--- config.mk ---
export PLATFORM = sky130hd
export DESIGN_NAME = fu_mult
export DESIGN_NICKNAME = d
export VERILOG_FILES = /design/src/common/mult_pkg.sv /design/src/fu_mult/fu_mult.sv /design/src/fu_mult/mult_core.sv
export SDC_FILE = /design/constraint.sdc
export NUM_CORES = 2
export LEC_CHECK = 0
export ABC_CLOCK_PERIOD_IN_PS = 9400
export BUFFER_PORTS_ARGS = -buffer_cell sky130_fd_sc_hd__buf_2
export CAP_MARGIN = 10
export CELL_PAD_IN_SITES_DETAIL_PLACEMENT = 1
export CELL_PAD_IN_SITES_GLOBAL_PLACEMENT = 1
export CORE_MARGIN = 1.5
export CORE_UTILIZATION = 40
export DETAILED_ROUTE_END_ITERATION = 10
export PLACE_DENSITY = 0.76
export SLEW_MARGIN = 20
export SYNTH_ARGS = -nofsm -noshare
export SYNTH_HDL_FRONTEND = slang
export SYNTH_SLANG_ARGS = --single-unit
--- constraint.sdc ---
create_clock -name clock -period 9.4 [get_ports clock]
set_input_delay 0.47 -clock clock [delete_from_list [all_inputs] [get_ports clock]]
set_output_delay 0.47 -clock clock [all_outputs]
set_load 0.005 [all_outputs]
--- src/common/mult_pkg.sv ---
package mult_pkg;

	// datapath widths
	localparam int XLEN   = 32;
	localparam int EXT_W  = XLEN + 1;         // operand after sign/zero extension
	localparam int PROD_W = 2 * XLEN;         // full product, mod 2^64

	// operand split inside the multiplier
	localparam int HALF_W = XLEN / 2;         // unsigned low slice
	localparam int HI_W   = EXT_W - HALF_W;   // signed high slice
	localparam int PP_W   = HALF_W + 1 + HI_W; // signed cross partial products

	typedef logic [XLEN-1:0] word_t;
	typedef logic [5:0]      tag_t;           // rename tag
	typedef logic [1:0]      func_t;

	// RV32M funct3 low bits
	localparam func_t FUNC_MUL    = 2'd0;
	localparam func_t FUNC_MULH   = 2'd1;
	localparam func_t FUNC_MULHSU = 2'd2;
	localparam func_t FUNC_MULHU  = 2'd3;

	// pipeline depth of mult_core, at least 4
	localparam int MULT_STAGES = 4;

	// word-wide stages after the final sum
	localparam int TAIL_STAGES = MULT_STAGES - 3;

	localparam int NUM_UNITS = 2;

	typedef logic [0:0] unit_t;               // index of a functional unit

	// functional unit state
	typedef enum logic [1:0] {
		FU_IDLE,
		FU_WAIT_OPS,   // instruction held, operands pending
		FU_BUSY,       // product in flight
		FU_DONE        // result offered to the cdb
	} fu_state_t;

endpackage

--- src/fu_mult/fu_mult.sv ---
`timescale 1ns/10ps

module fu_mult (
	input  logic            clock,
	input  logic            arst_n,
	input  logic            squash,
	input  logic            sel_issue,
	input  mult_pkg::tag_t  issue_tag,
	input  mult_pkg::func_t issue_func,
	input  mult_pkg::word_t issue_opa,
	input  mult_pkg::word_t issue_opb,
	input  logic            issue_ops_valid,
	input  logic            wake,
	input  mult_pkg::tag_t  wake_tag,
	input  mult_pkg::word_t wake_opa,
	input  mult_pkg::word_t wake_opb,
	input  logic            grant,
	output logic            busy,
	output logic            done,
	output mult_pkg::tag_t  done_tag,
	output mult_pkg::word_t done_result
);
	import mult_pkg::*;

	fu_state_t state_q;
	fu_state_t state_d;

	tag_t  tag_q;
	func_t func_q;
	word_t opa_q;
	word_t opb_q;
	word_t result_q;

	logic  take_issue;
	logic  wake_hit;
	logic  launch;
	logic  start_q;     // one-cycle start into the core
	logic  core_valid;
	word_t core_result;

	assign take_issue = (state_q == FU_IDLE) && sel_issue;

	// only a waiting unit with the same tag takes the wake
	assign wake_hit = wake && (state_q == FU_WAIT_OPS) && (wake_tag == tag_q);

	assign launch = (take_issue && issue_ops_valid) || wake_hit;

	always_comb begin
		state_d = state_q;
		case (state_q)
			FU_IDLE: begin
				if (sel_issue) begin
					state_d = issue_ops_valid ? FU_BUSY : FU_WAIT_OPS;
				end
			end
			FU_WAIT_OPS: begin
				if (wake_hit) begin
					state_d = FU_BUSY;
				end
			end
			FU_BUSY: begin
				if (core_valid) begin
					state_d = FU_DONE;
				end
			end
			FU_DONE: begin
				if (grant) begin
					state_d = FU_IDLE;   // result went out on the cdb
				end
			end
			default: begin
				state_d = FU_IDLE;
			end
		endcase
		if (squash) begin
			state_d = FU_IDLE;
		end
	end

	always_ff @(posedge clock or negedge arst_n) begin
		if (!arst_n) begin
			state_q <= FU_IDLE;
			start_q <= 1'b0;
		end else begin
			state_q <= state_d;
			start_q <= launch && !squash;
		end
	end

	// instruction and operand holding
	always_ff @(posedge clock) begin
		if (take_issue) begin
			tag_q  <= issue_tag;
			func_q <= issue_func;
			opa_q  <= issue_opa;   // junk until the wake if not valid
			opb_q  <= issue_opb;
		end else if (wake_hit) begin
			opa_q <= wake_opa;
			opb_q <= wake_opb;
		end
		if ((state_q == FU_BUSY) && core_valid) begin
			result_q <= core_result;
		end
	end

	mult_core u_core (
		.clock     (clock),
		.arst_n    (arst_n),
		.flush     (squash),
		.start     (start_q),
		.func      (func_q),
		.opa       (opa_q),
		.opb       (opb_q),
		.out_valid (core_valid),
		.result    (core_result)
	);

	assign busy        = (state_q != FU_IDLE);
	assign done        = (state_q == FU_DONE) && !squash;   // no grant while squashing
	assign done_tag    = tag_q;
	assign done_result = result_q;

endmodule

--- src/fu_mult/mult_core.sv ---
`timescale 1ns/10ps

module mult_core (
	input  logic            clock,
	input  logic            arst_n,
	input  logic            flush,
	input  logic            start,
	input  mult_pkg::func_t func,
	input  mult_pkg::word_t opa,
	input  mult_pkg::word_t opb,
	output logic            out_valid,
	output mult_pkg::word_t result
);
	import mult_pkg::*;

	logic              a_signed;
	logic              b_signed;
	logic [EXT_W-1:0]  ext_a;
	logic [EXT_W-1:0]  ext_b;
	logic [HALF_W-1:0] a_lo;
	logic [HALF_W-1:0] b_lo;
	logic [HI_W-1:0]   a_hi;
	logic [HI_W-1:0]   b_hi;

	logic [MULT_STAGES-1:0] vld_q;   // one valid per stage

	// stage 1, partial products
	logic [2*HALF_W-1:0]     pp_ll_q;
	logic signed [PP_W-1:0]  pp_lh_q;
	logic signed [PP_W-1:0]  pp_hl_q;
	logic signed [PP_W-1:0]  pp_hh_q;
	logic                    hi1_q;

	// stage 2, cross terms folded
	logic [2*HALF_W-1:0]     ll2_q;
	logic signed [PP_W:0]    cross_q;
	logic signed [PP_W-1:0]  hh2_q;
	logic                    hi2_q;

	// stage 3, full product
	logic [PROD_W-1:0]       prod_q;
	logic                    hi3_q;

	word_t tail_q [TAIL_STAGES];

	// MULHU unsigned on both sides, MULHSU only on opb
	assign a_signed = (func != FUNC_MULHU);
	assign b_signed = (func == FUNC_MUL) || (func == FUNC_MULH);

	assign ext_a = {a_signed & opa[XLEN-1], opa};
	assign ext_b = {b_signed & opb[XLEN-1], opb};

	assign a_lo = ext_a[HALF_W-1:0];
	assign a_hi = ext_a[EXT_W-1:HALF_W];
	assign b_lo = ext_b[HALF_W-1:0];
	assign b_hi = ext_b[EXT_W-1:HALF_W];

	always_ff @(posedge clock or negedge arst_n) begin
		if (!arst_n) begin
			vld_q <= '0;
		end else if (flush) begin
			vld_q <= '0;   // drops everything in flight
		end else begin
			vld_q <= {vld_q[MULT_STAGES-2:0], start};
		end
	end

	always_ff @(posedge clock) begin
		if (start) begin
			pp_ll_q <= a_lo * b_lo;
			pp_lh_q <= $signed({1'b0, a_lo}) * $signed(b_hi);
			pp_hl_q <= $signed(a_hi) * $signed({1'b0, b_lo});
			pp_hh_q <= $signed(a_hi) * $signed(b_hi);
			hi1_q   <= (func != FUNC_MUL);
		end
		if (vld_q[0]) begin
			ll2_q   <= pp_ll_q;
			cross_q <= pp_lh_q + pp_hl_q;   // both sit at 2^HALF_W
			hh2_q   <= pp_hh_q;
			hi2_q   <= hi1_q;
		end
		if (vld_q[1]) begin
			prod_q <= ({{(PROD_W-PP_W){hh2_q[PP_W-1]}}, hh2_q} << (2 * HALF_W))
				+ ({{(PROD_W-PP_W-1){cross_q[PP_W]}}, cross_q} << HALF_W)
				+ {{(PROD_W-2*HALF_W){1'b0}}, ll2_q};
			hi3_q  <= hi2_q;
		end
		if (vld_q[2]) begin
			tail_q[0] <= hi3_q ? prod_q[PROD_W-1:XLEN] : prod_q[XLEN-1:0];
		end
		for (int k = 1; k < TAIL_STAGES; k++) begin
			if (vld_q[k+2]) begin
				tail_q[k] <= tail_q[k-1];   // extra depth only
			end
		end
	end

	assign out_valid = vld_q[MULT_STAGES-1];
	assign result    = tail_q[TAIL_STAGES-1];

endmodule

======== Yosys cells after proc, flatten, opt, wreduce, memory -nomap -nowiden ========
Memories as Yosys holds them, arrays and structs flattened. A register that Yosys moved wholly into a read port is not among the register bits.
Index checks and enable logic that the tools add are counted.
storage, ports and cells
  output and inout bits ................... 40
  bits in writable memories ............... 32
  register bits ........................... 377
  input port bits ......................... 149
  logic and storage cells ................. 69
  memories kept ........................... 1
memory list
  name           depth  width  read ports  clocked after Yosys merged registers in  wr ports  line             text
  u_core.tail_q  1      32     1           1                                        1         mult_core.sv:44  word_t tail_q [TAIL_STAGES];
cells by class
  multiply operators ...................... 4
  bitwise operators ....................... 2
  add/subtract/negate cells ............... 3
  eq/ne operators ......................... 10
  mux-type cells .......................... 15
  reduce and logical (&&, ||, !) cells .... 16
operator list
  operator            number
  $mux 32             5
  $mul 17x17->34      2
  $add 64x32->64      1
  $add 64x64->64      1
  $add 34x34->35      1
  $mul 16x16->32      1
  $mul 17x17->32      1
  $mux 2              6
  $ne 3x3->1 const B  3
  $pmux 2 s4          1
  $logic_and 1x1->1   7
  $eq 6x6->1          1
  $reduce_bool 2->1   3
  $eq 2x1->1 const B  2
  $eq 2x2->1 const B  2
  $logic_not 2->1     2
  $mux 4              1
  $reduce_and 4->1    1
  $ne 3x2->1 const B  1
  $and 1x1->1         2
  $logic_or 1x1->1    2
  $mux 1              2
  $ne 2x2->1 const B  1
  $logic_not 1->1     1

======== Depth between registers and ports, before layout ========
  depth in word-level cells ............... 6
  gate-level depth with buffers ........... 25
  gate-level depth less buffers ........... 24

======== Modules after synthesis ========
A second synthesis with hierarchy kept.
unflattened totals
  cell total of the unflattened synthesis .. 5580
  area, all modules ....................... 57467.6 um2
by module, submodules not included
  module     times used  cells an instance  sequential area each (um2)  area an instance (um2)
  mult_core  1           5355               10009.6                     53172.2
  fu_mult    1           225                3198.1                      4295.4

======== Worst setup path after synthesis ========
Ideal clock, no wire load.
  kind .................................... flip-flop to flip-flop
  start point ............................. reg opa_q[31]
  end point ............................... reg u_core.pp_hl_q[33], data pin
  arrival time ............................ 6.047 ns
  buffers on the path ..................... 1
  required time ........................... 9.140 ns
  stages on the path, launching flop included .. 22
  slack ................................... 3.093 ns
  clock period less this slack ............ 6.307 ns
  library setup time ...................... 0.260 ns
  cell sequence ........................... edfxtp_1 -> a21boi_0 -> clkbuf_1 -> nand2_1 -> fa_1 -> inv_1 -> fa_1 -> inv_1 -> fa_1 -> fa_1 -> fa_1 -> fa_1 -> inv_1 -> ha_1 -> a21o_1 -> a21o_1 -> a21o_1 -> a21oi_1 -> o21ai_0 -> a211o_1 -> a21oi_1 -> xnor2_1
on the way
  cells in the longest elaborated chain, start to end .. 2
RTL lines
  item                    line             text
  start, declared         fu_mult.sv:30    word_t opa_q;
  start signal, assigned  fu_mult.sv:95    opa_q <= issue_opa;
  start signal, assigned  fu_mult.sv:98    opa_q <= wake_opa;
  $and 1x1->1             mult_core.sv:50  assign ext_a = {a_signed & opa[XLEN-1], opa};
  $mul 17x17->34 (*)      mult_core.sv:72  pp_hl_q <= $signed(a_hi) * $signed({1'b0, b_lo});
  end signal, assigned    mult_core.sv:72
  end, declared           mult_core.sv:30  logic signed [PP_W-1:0] pp_hl_q;
Mark *: on every way between the ends. The rest lies on a longest branch, timed or not.
A chain may end at the register's enable or synchronous reset.

======== Final worst setup path ========
  start point ............................. reg opb_q[26]
  end point ............................... reg u_core.pp_lh_q[33], data pin
on the way
  cells in the longest elaborated chain, start to end .. 1
RTL lines
  item                    line             text
  start, declared         fu_mult.sv:31    word_t opb_q;
  start signal, assigned  fu_mult.sv:96    opb_q <= issue_opb;
  start signal, assigned  fu_mult.sv:99    opb_q <= wake_opb;
  $mul 17x17->34          mult_core.sv:71  pp_lh_q <= $signed({1'b0, a_lo}) * $signed(b_hi);
  end signal, assigned    mult_core.sv:71
  end, declared           mult_core.sv:29  logic signed [PP_W-1:0] pp_lh_q;
Every way passes these cells.

==> summary.txt <==
Critical path
  • Reg2Reg Depth: 22
  • Crit-path cells: buf_4 > nand2_1 > fa_1 > inv_1 > fa_1 > inv_1 > fa_1 > fa_1 > inv_1 > fa_1 > ha_1 > ha_1 > and4_1 > and3_1 > and3_1 > a221oi_1 > o31ai_1 > o31ai_1 > o21ai_1 > nor2_1 > a21oi_1 > xnor2_1
  • Crit Path Class: flop to flop
  • CP peak stage delay: around 1.1 ns
  • Reg-to-reg endpoint: u_core.pp_lh_q[33]$_DFFE_PP_
  • Critical Path RT: 9.79 ns
  • Arrival @ worst endpoint: 7.74 ns
  • Worst R2R Setup Slack: around 2.1 ns
  • CP Capture Type: flop
  • Worst path most repeated cell: fa_1
  • Worst path slowest cell: edfxtp_1
  • CP max FO: 18
  • Reg-to-reg startpoint: opb_q[26]$_DFFE_PP_
  • Crit path launch type: flop

STA
  • Tcrit/Tclk final: between 70% and 80%
  • Final Hold Viols: 0
  • Setup Skew: ~0.038 ns
  • Final Max Tran Viols: 0
  • Setup Viol. Count Final: 0
  • Max_slew headroom: about a fifth
  • Worst Tran Pin Value: roughly 1.2 ns
  • Minimum clock period: 7.35 ns
  • RSZ-0062 raised after global routing: false
  • Fmax achieved: approximately 0.14 GHz
  • Setup TNS: 0 ns

Run
  • Maxcap violations: 0

Clock network
  • CTS tree: yes
  • Clk Latency, worst-skew pair: ~0.66 ns
  • Clock Path Buffers: 3
  • Post-CTS sizing: 0
  • CTS Buf Count: between 50 and 60
  • Clock root buffer: clkbuf_16
  • CTS sink count: roughly 440
  • H-tree depth: 2
  • Clk pin slew, worst setup/hold paths: roughly 0.070 ns

Worst hold path
  • Worst Hold Depth: 2
  • Hold path endpoint: opa_q[24]$_DFFE_PP_
  • HP Start: issue_opa[24]
  • Worst min path class: input port to flop

Drt
  • Antenna-violating nets left: 0
  • Via count: a little under 40k
  • Pre-antenna DRT Iters: 5
  • WL/cell: about 21 um
  • Starting DRT DRC Count: about 2.2k
  • Total Wirelength: ~160 mm
  • DR DRC count: 0
  • Vias/cell: 5.16

Cells and area
  • NumNets Final: slightly above 7k
  • Share of post-route cells with drive strength above 1: around 9%
  • # fillers: 15.7k
  • Post-Layout Cell Count: approximately 7.6k
  • Syn-to-layout area delta: 8.79%

Placed design
  • Port Buffers: about 190
  • GPL Wtd Cong: approximately 0.85
  • DP Wirelength: approximately 120 mm
  • Placed insts: between 7k and 8k

Yosys
  • Mapped Area: roughly 57000 um2
  • Post-synth top area cell: fa_1
  • Gate Count Post-Synth: roughly 5.5k
  • YS warnings: 0
  • Post-synth top area share: 33.9%
  • Largest cells by area after synthesis: fa_1, edfxtp_1, ha_1
  • Netlist cell types: 75
  • Register area share after synthesis: a little under a quarter
  • Main synth FF type: edfxtp_1
  • Syn Nets: between 7k and 8k
  • Yosys reg bits: 441
  • Number of synthesized flops with an enable pin: 434
  • Mapped Avg Cell Area: between 10 and 15 um2
  • Synth async-reset ratio: 1.59%

GRT
  • GRT Overall Usage: about 22%
  • Largest net degree at the start of global routing: 71
  • Global-route wire length before repair: roughly 250 mm
  • Vias in the first global route: roughly 45k
  • Initial antenna violation count: 9
  • Remaining global-route overflow: 0

Floorplanning
  • Initial Utilization: around two fifths
  • Die Wd: approximately 380 um
  • Die Y: ~380 um
  • Core box area: 141000 um2
  • Total I/O pin count: 189
  • FP Rows: about 140
  • Die Area: 145000 um2

Outcome
  • Outcome: complete, no violations
[worst max-delay path: cells and delay by family (launching register included)]
| family | cells | cell delay (ns) |
|---|---|---|
| adder cells (fa/ha/maj) | 7 | 3.19 |
| AO/OA/AOI/OAI | 5 | 1.09 |
| AND/OR/NAND/NOR | 5 | 0.98 |
| flip-flops | 1 | 1.05 |
| buffers and inverters | 4 | 0.58 |
| XOR/XNOR | 1 | 0.16 |
[cell usage after synthesis (22+ instances only)]
cell type / number
a21oi_1: 155
xnor2_1: 154
a21o_1: 94
edfxtp_1: 434
xor2_1: 52
o21a_1: 22
ha_1: 487
fa_1: 966
and2_1: 471
nor2b_1: 28
o21ai_0: 84
inv_1: 1146
clkbuf_1: 211
nor2_1: 125
mux2_2: 96
nand2_1: 669
nand2b_1: 27
nand3_1: 32
[layout make-up]
| class | instances | area [um2] | area share [%] |
|---|---|---|---|
| Clock buffer | 55 | 1330 | 2.15 |
| Sequential cell | 441 | 13200 | 21.3 |
| Antenna cell | 2 | 5.00 | 0.00807 |
| Tap cell | 1890 | 2360 | 3.81 |
| Clock inverter | 45 | 480 | 0.775 |
| Timing Repair Buffer | 278 | 1640 | 2.64 |
| Inverter | 1146 | 4300 | 6.94 |
| Multi-Input combinational cell | 3699 | 38700 | 62.4 |
[worst max-delay path by stage]
| stage | from | to | slack [ns] |
|---|---|---|---|
| after floorplan | opa_q[31]$_DFFE_PP_ | u_core.pp_hl_q[33]$_DFFE_PP_ | 3.09 |
| after global placement | opa_q[31]$_DFFE_PP_ | u_core.pp_hl_q[33]$_DFFE_PP_ | 2.35 |
| after detailed placement | opa_q[31]$_DFFE_PP_ | u_core.pp_hl_q[33]$_DFFE_PP_ | 2.11 |
| after CTS | opa_q[31]$_DFFE_PP_ | u_core.pp_hl_q[33]$_DFFE_PP_ | 2.09 |
| after global routing | opa_q[31]$_DFFE_PP_ | u_core.pp_hl_q[30]$_DFFE_PP_ | 1.66 |
| final | opb_q[26]$_DFFE_PP_ | u_core.pp_lh_q[33]$_DFFE_PP_ | 2.05 |
[registers in the layout, indices dropped and copies added, names as in the netlist, 32 cells and up]
name and flops:
u_core.cross_q 35, u_core.ll2_q 32, u_core.pp_ll_q 32, u_core.pp_hh_q 32, u_core.hh2_q 32, opa_q 32
u_core.pp_lh_q 34, done_result 32, u_core.tail_q 32, u_core.prod_q 64, u_core.pp_hl_q 34, opb_q 32
[logic make-up after synthesis]
| kind of cell | count (synthesis) | share of synthesized area (%) |
|---|---|---|
| AO/OA/AOI/OAI | 502 | 5.81 |
| XOR/XNOR | 206 | 3.17 |
| adder cells (fa/ha/maj) | 1453 | 44.6 |
| buffers and inverters | 1368 | 9.01 |
| flip-flops | 441 | 23.2 |
| multiplexers | 97 | 1.91 |
| AND/OR/NAND/NOR | 1441 | 12.3 |
[metal layers]
metal	routed length, um	part of all wire, %	GRT usage (%)
met2	78200	49	38.6
met3	8700	5.5	3.16
met1	67600	42	29.0
met4	4660	2.9	6.39
met5	0	0	0
[layout by cell type, fill, tap and decap left out, types with 7 or more instances in the layout]
cell	netlist	final
clkinv_2	0	10
and4_1	9	9
fa_1	966	966
edfxtp_1	434	434
a21oi_1	155	155
or2_2	17	17
a21o_1	94	94
nand3_1	32	32
ha_1	487	487
buf_4	0	81
nand4_1	11	11
xor2_1	52	52
o21ai_0	84	84
a31oi_1	16	16
o21a_1	22	22
nor2_1	125	125
and2_1	471	470
nor3_1	17	17
clkinv_1	0	8
nand2b_1	27	26
o21bai_1	17	17
buf_2	3	188
o31ai_1	8	8
a211o_1	8	8
inv_1	1146	1146
clkbuf_16	0	53
o211ai_1	8	8
mux2_2	96	96
and3_1	16	16
xnor2_1	154	154
nand2_1	669	669
dlygate4sd3_1	0	9
clkinvlp_4	0	9
a31o_2	7	7
nor2b_1	28	28
a211oi_1	14	14
[metrics by stage]
step	utilization (%)	worst slack (ns)	cell area [um2]	hold slack (ns)
after floorplan	-	3.09	57000	0.174
after global placement	42.5	2.35	60100	0.316
after detailed placement	42.5	2.11	60100	0.326
after CTS	43.8	2.09	62000	0.0679
after global routing	43.8	1.66	62000	0.102
final	43.9	2.05	62000	0.114
[what timing repair did]
item	in CTS	in global routing
setup endpoints to repair	0	0
endpoints found under the hold margin	15	0
hold buffers	9	0
setup buffers	0	0
Power is left out: the tool's default activity adds up to more than one toggle a clock period on the data nets, which glitch-free logic cannot reach.
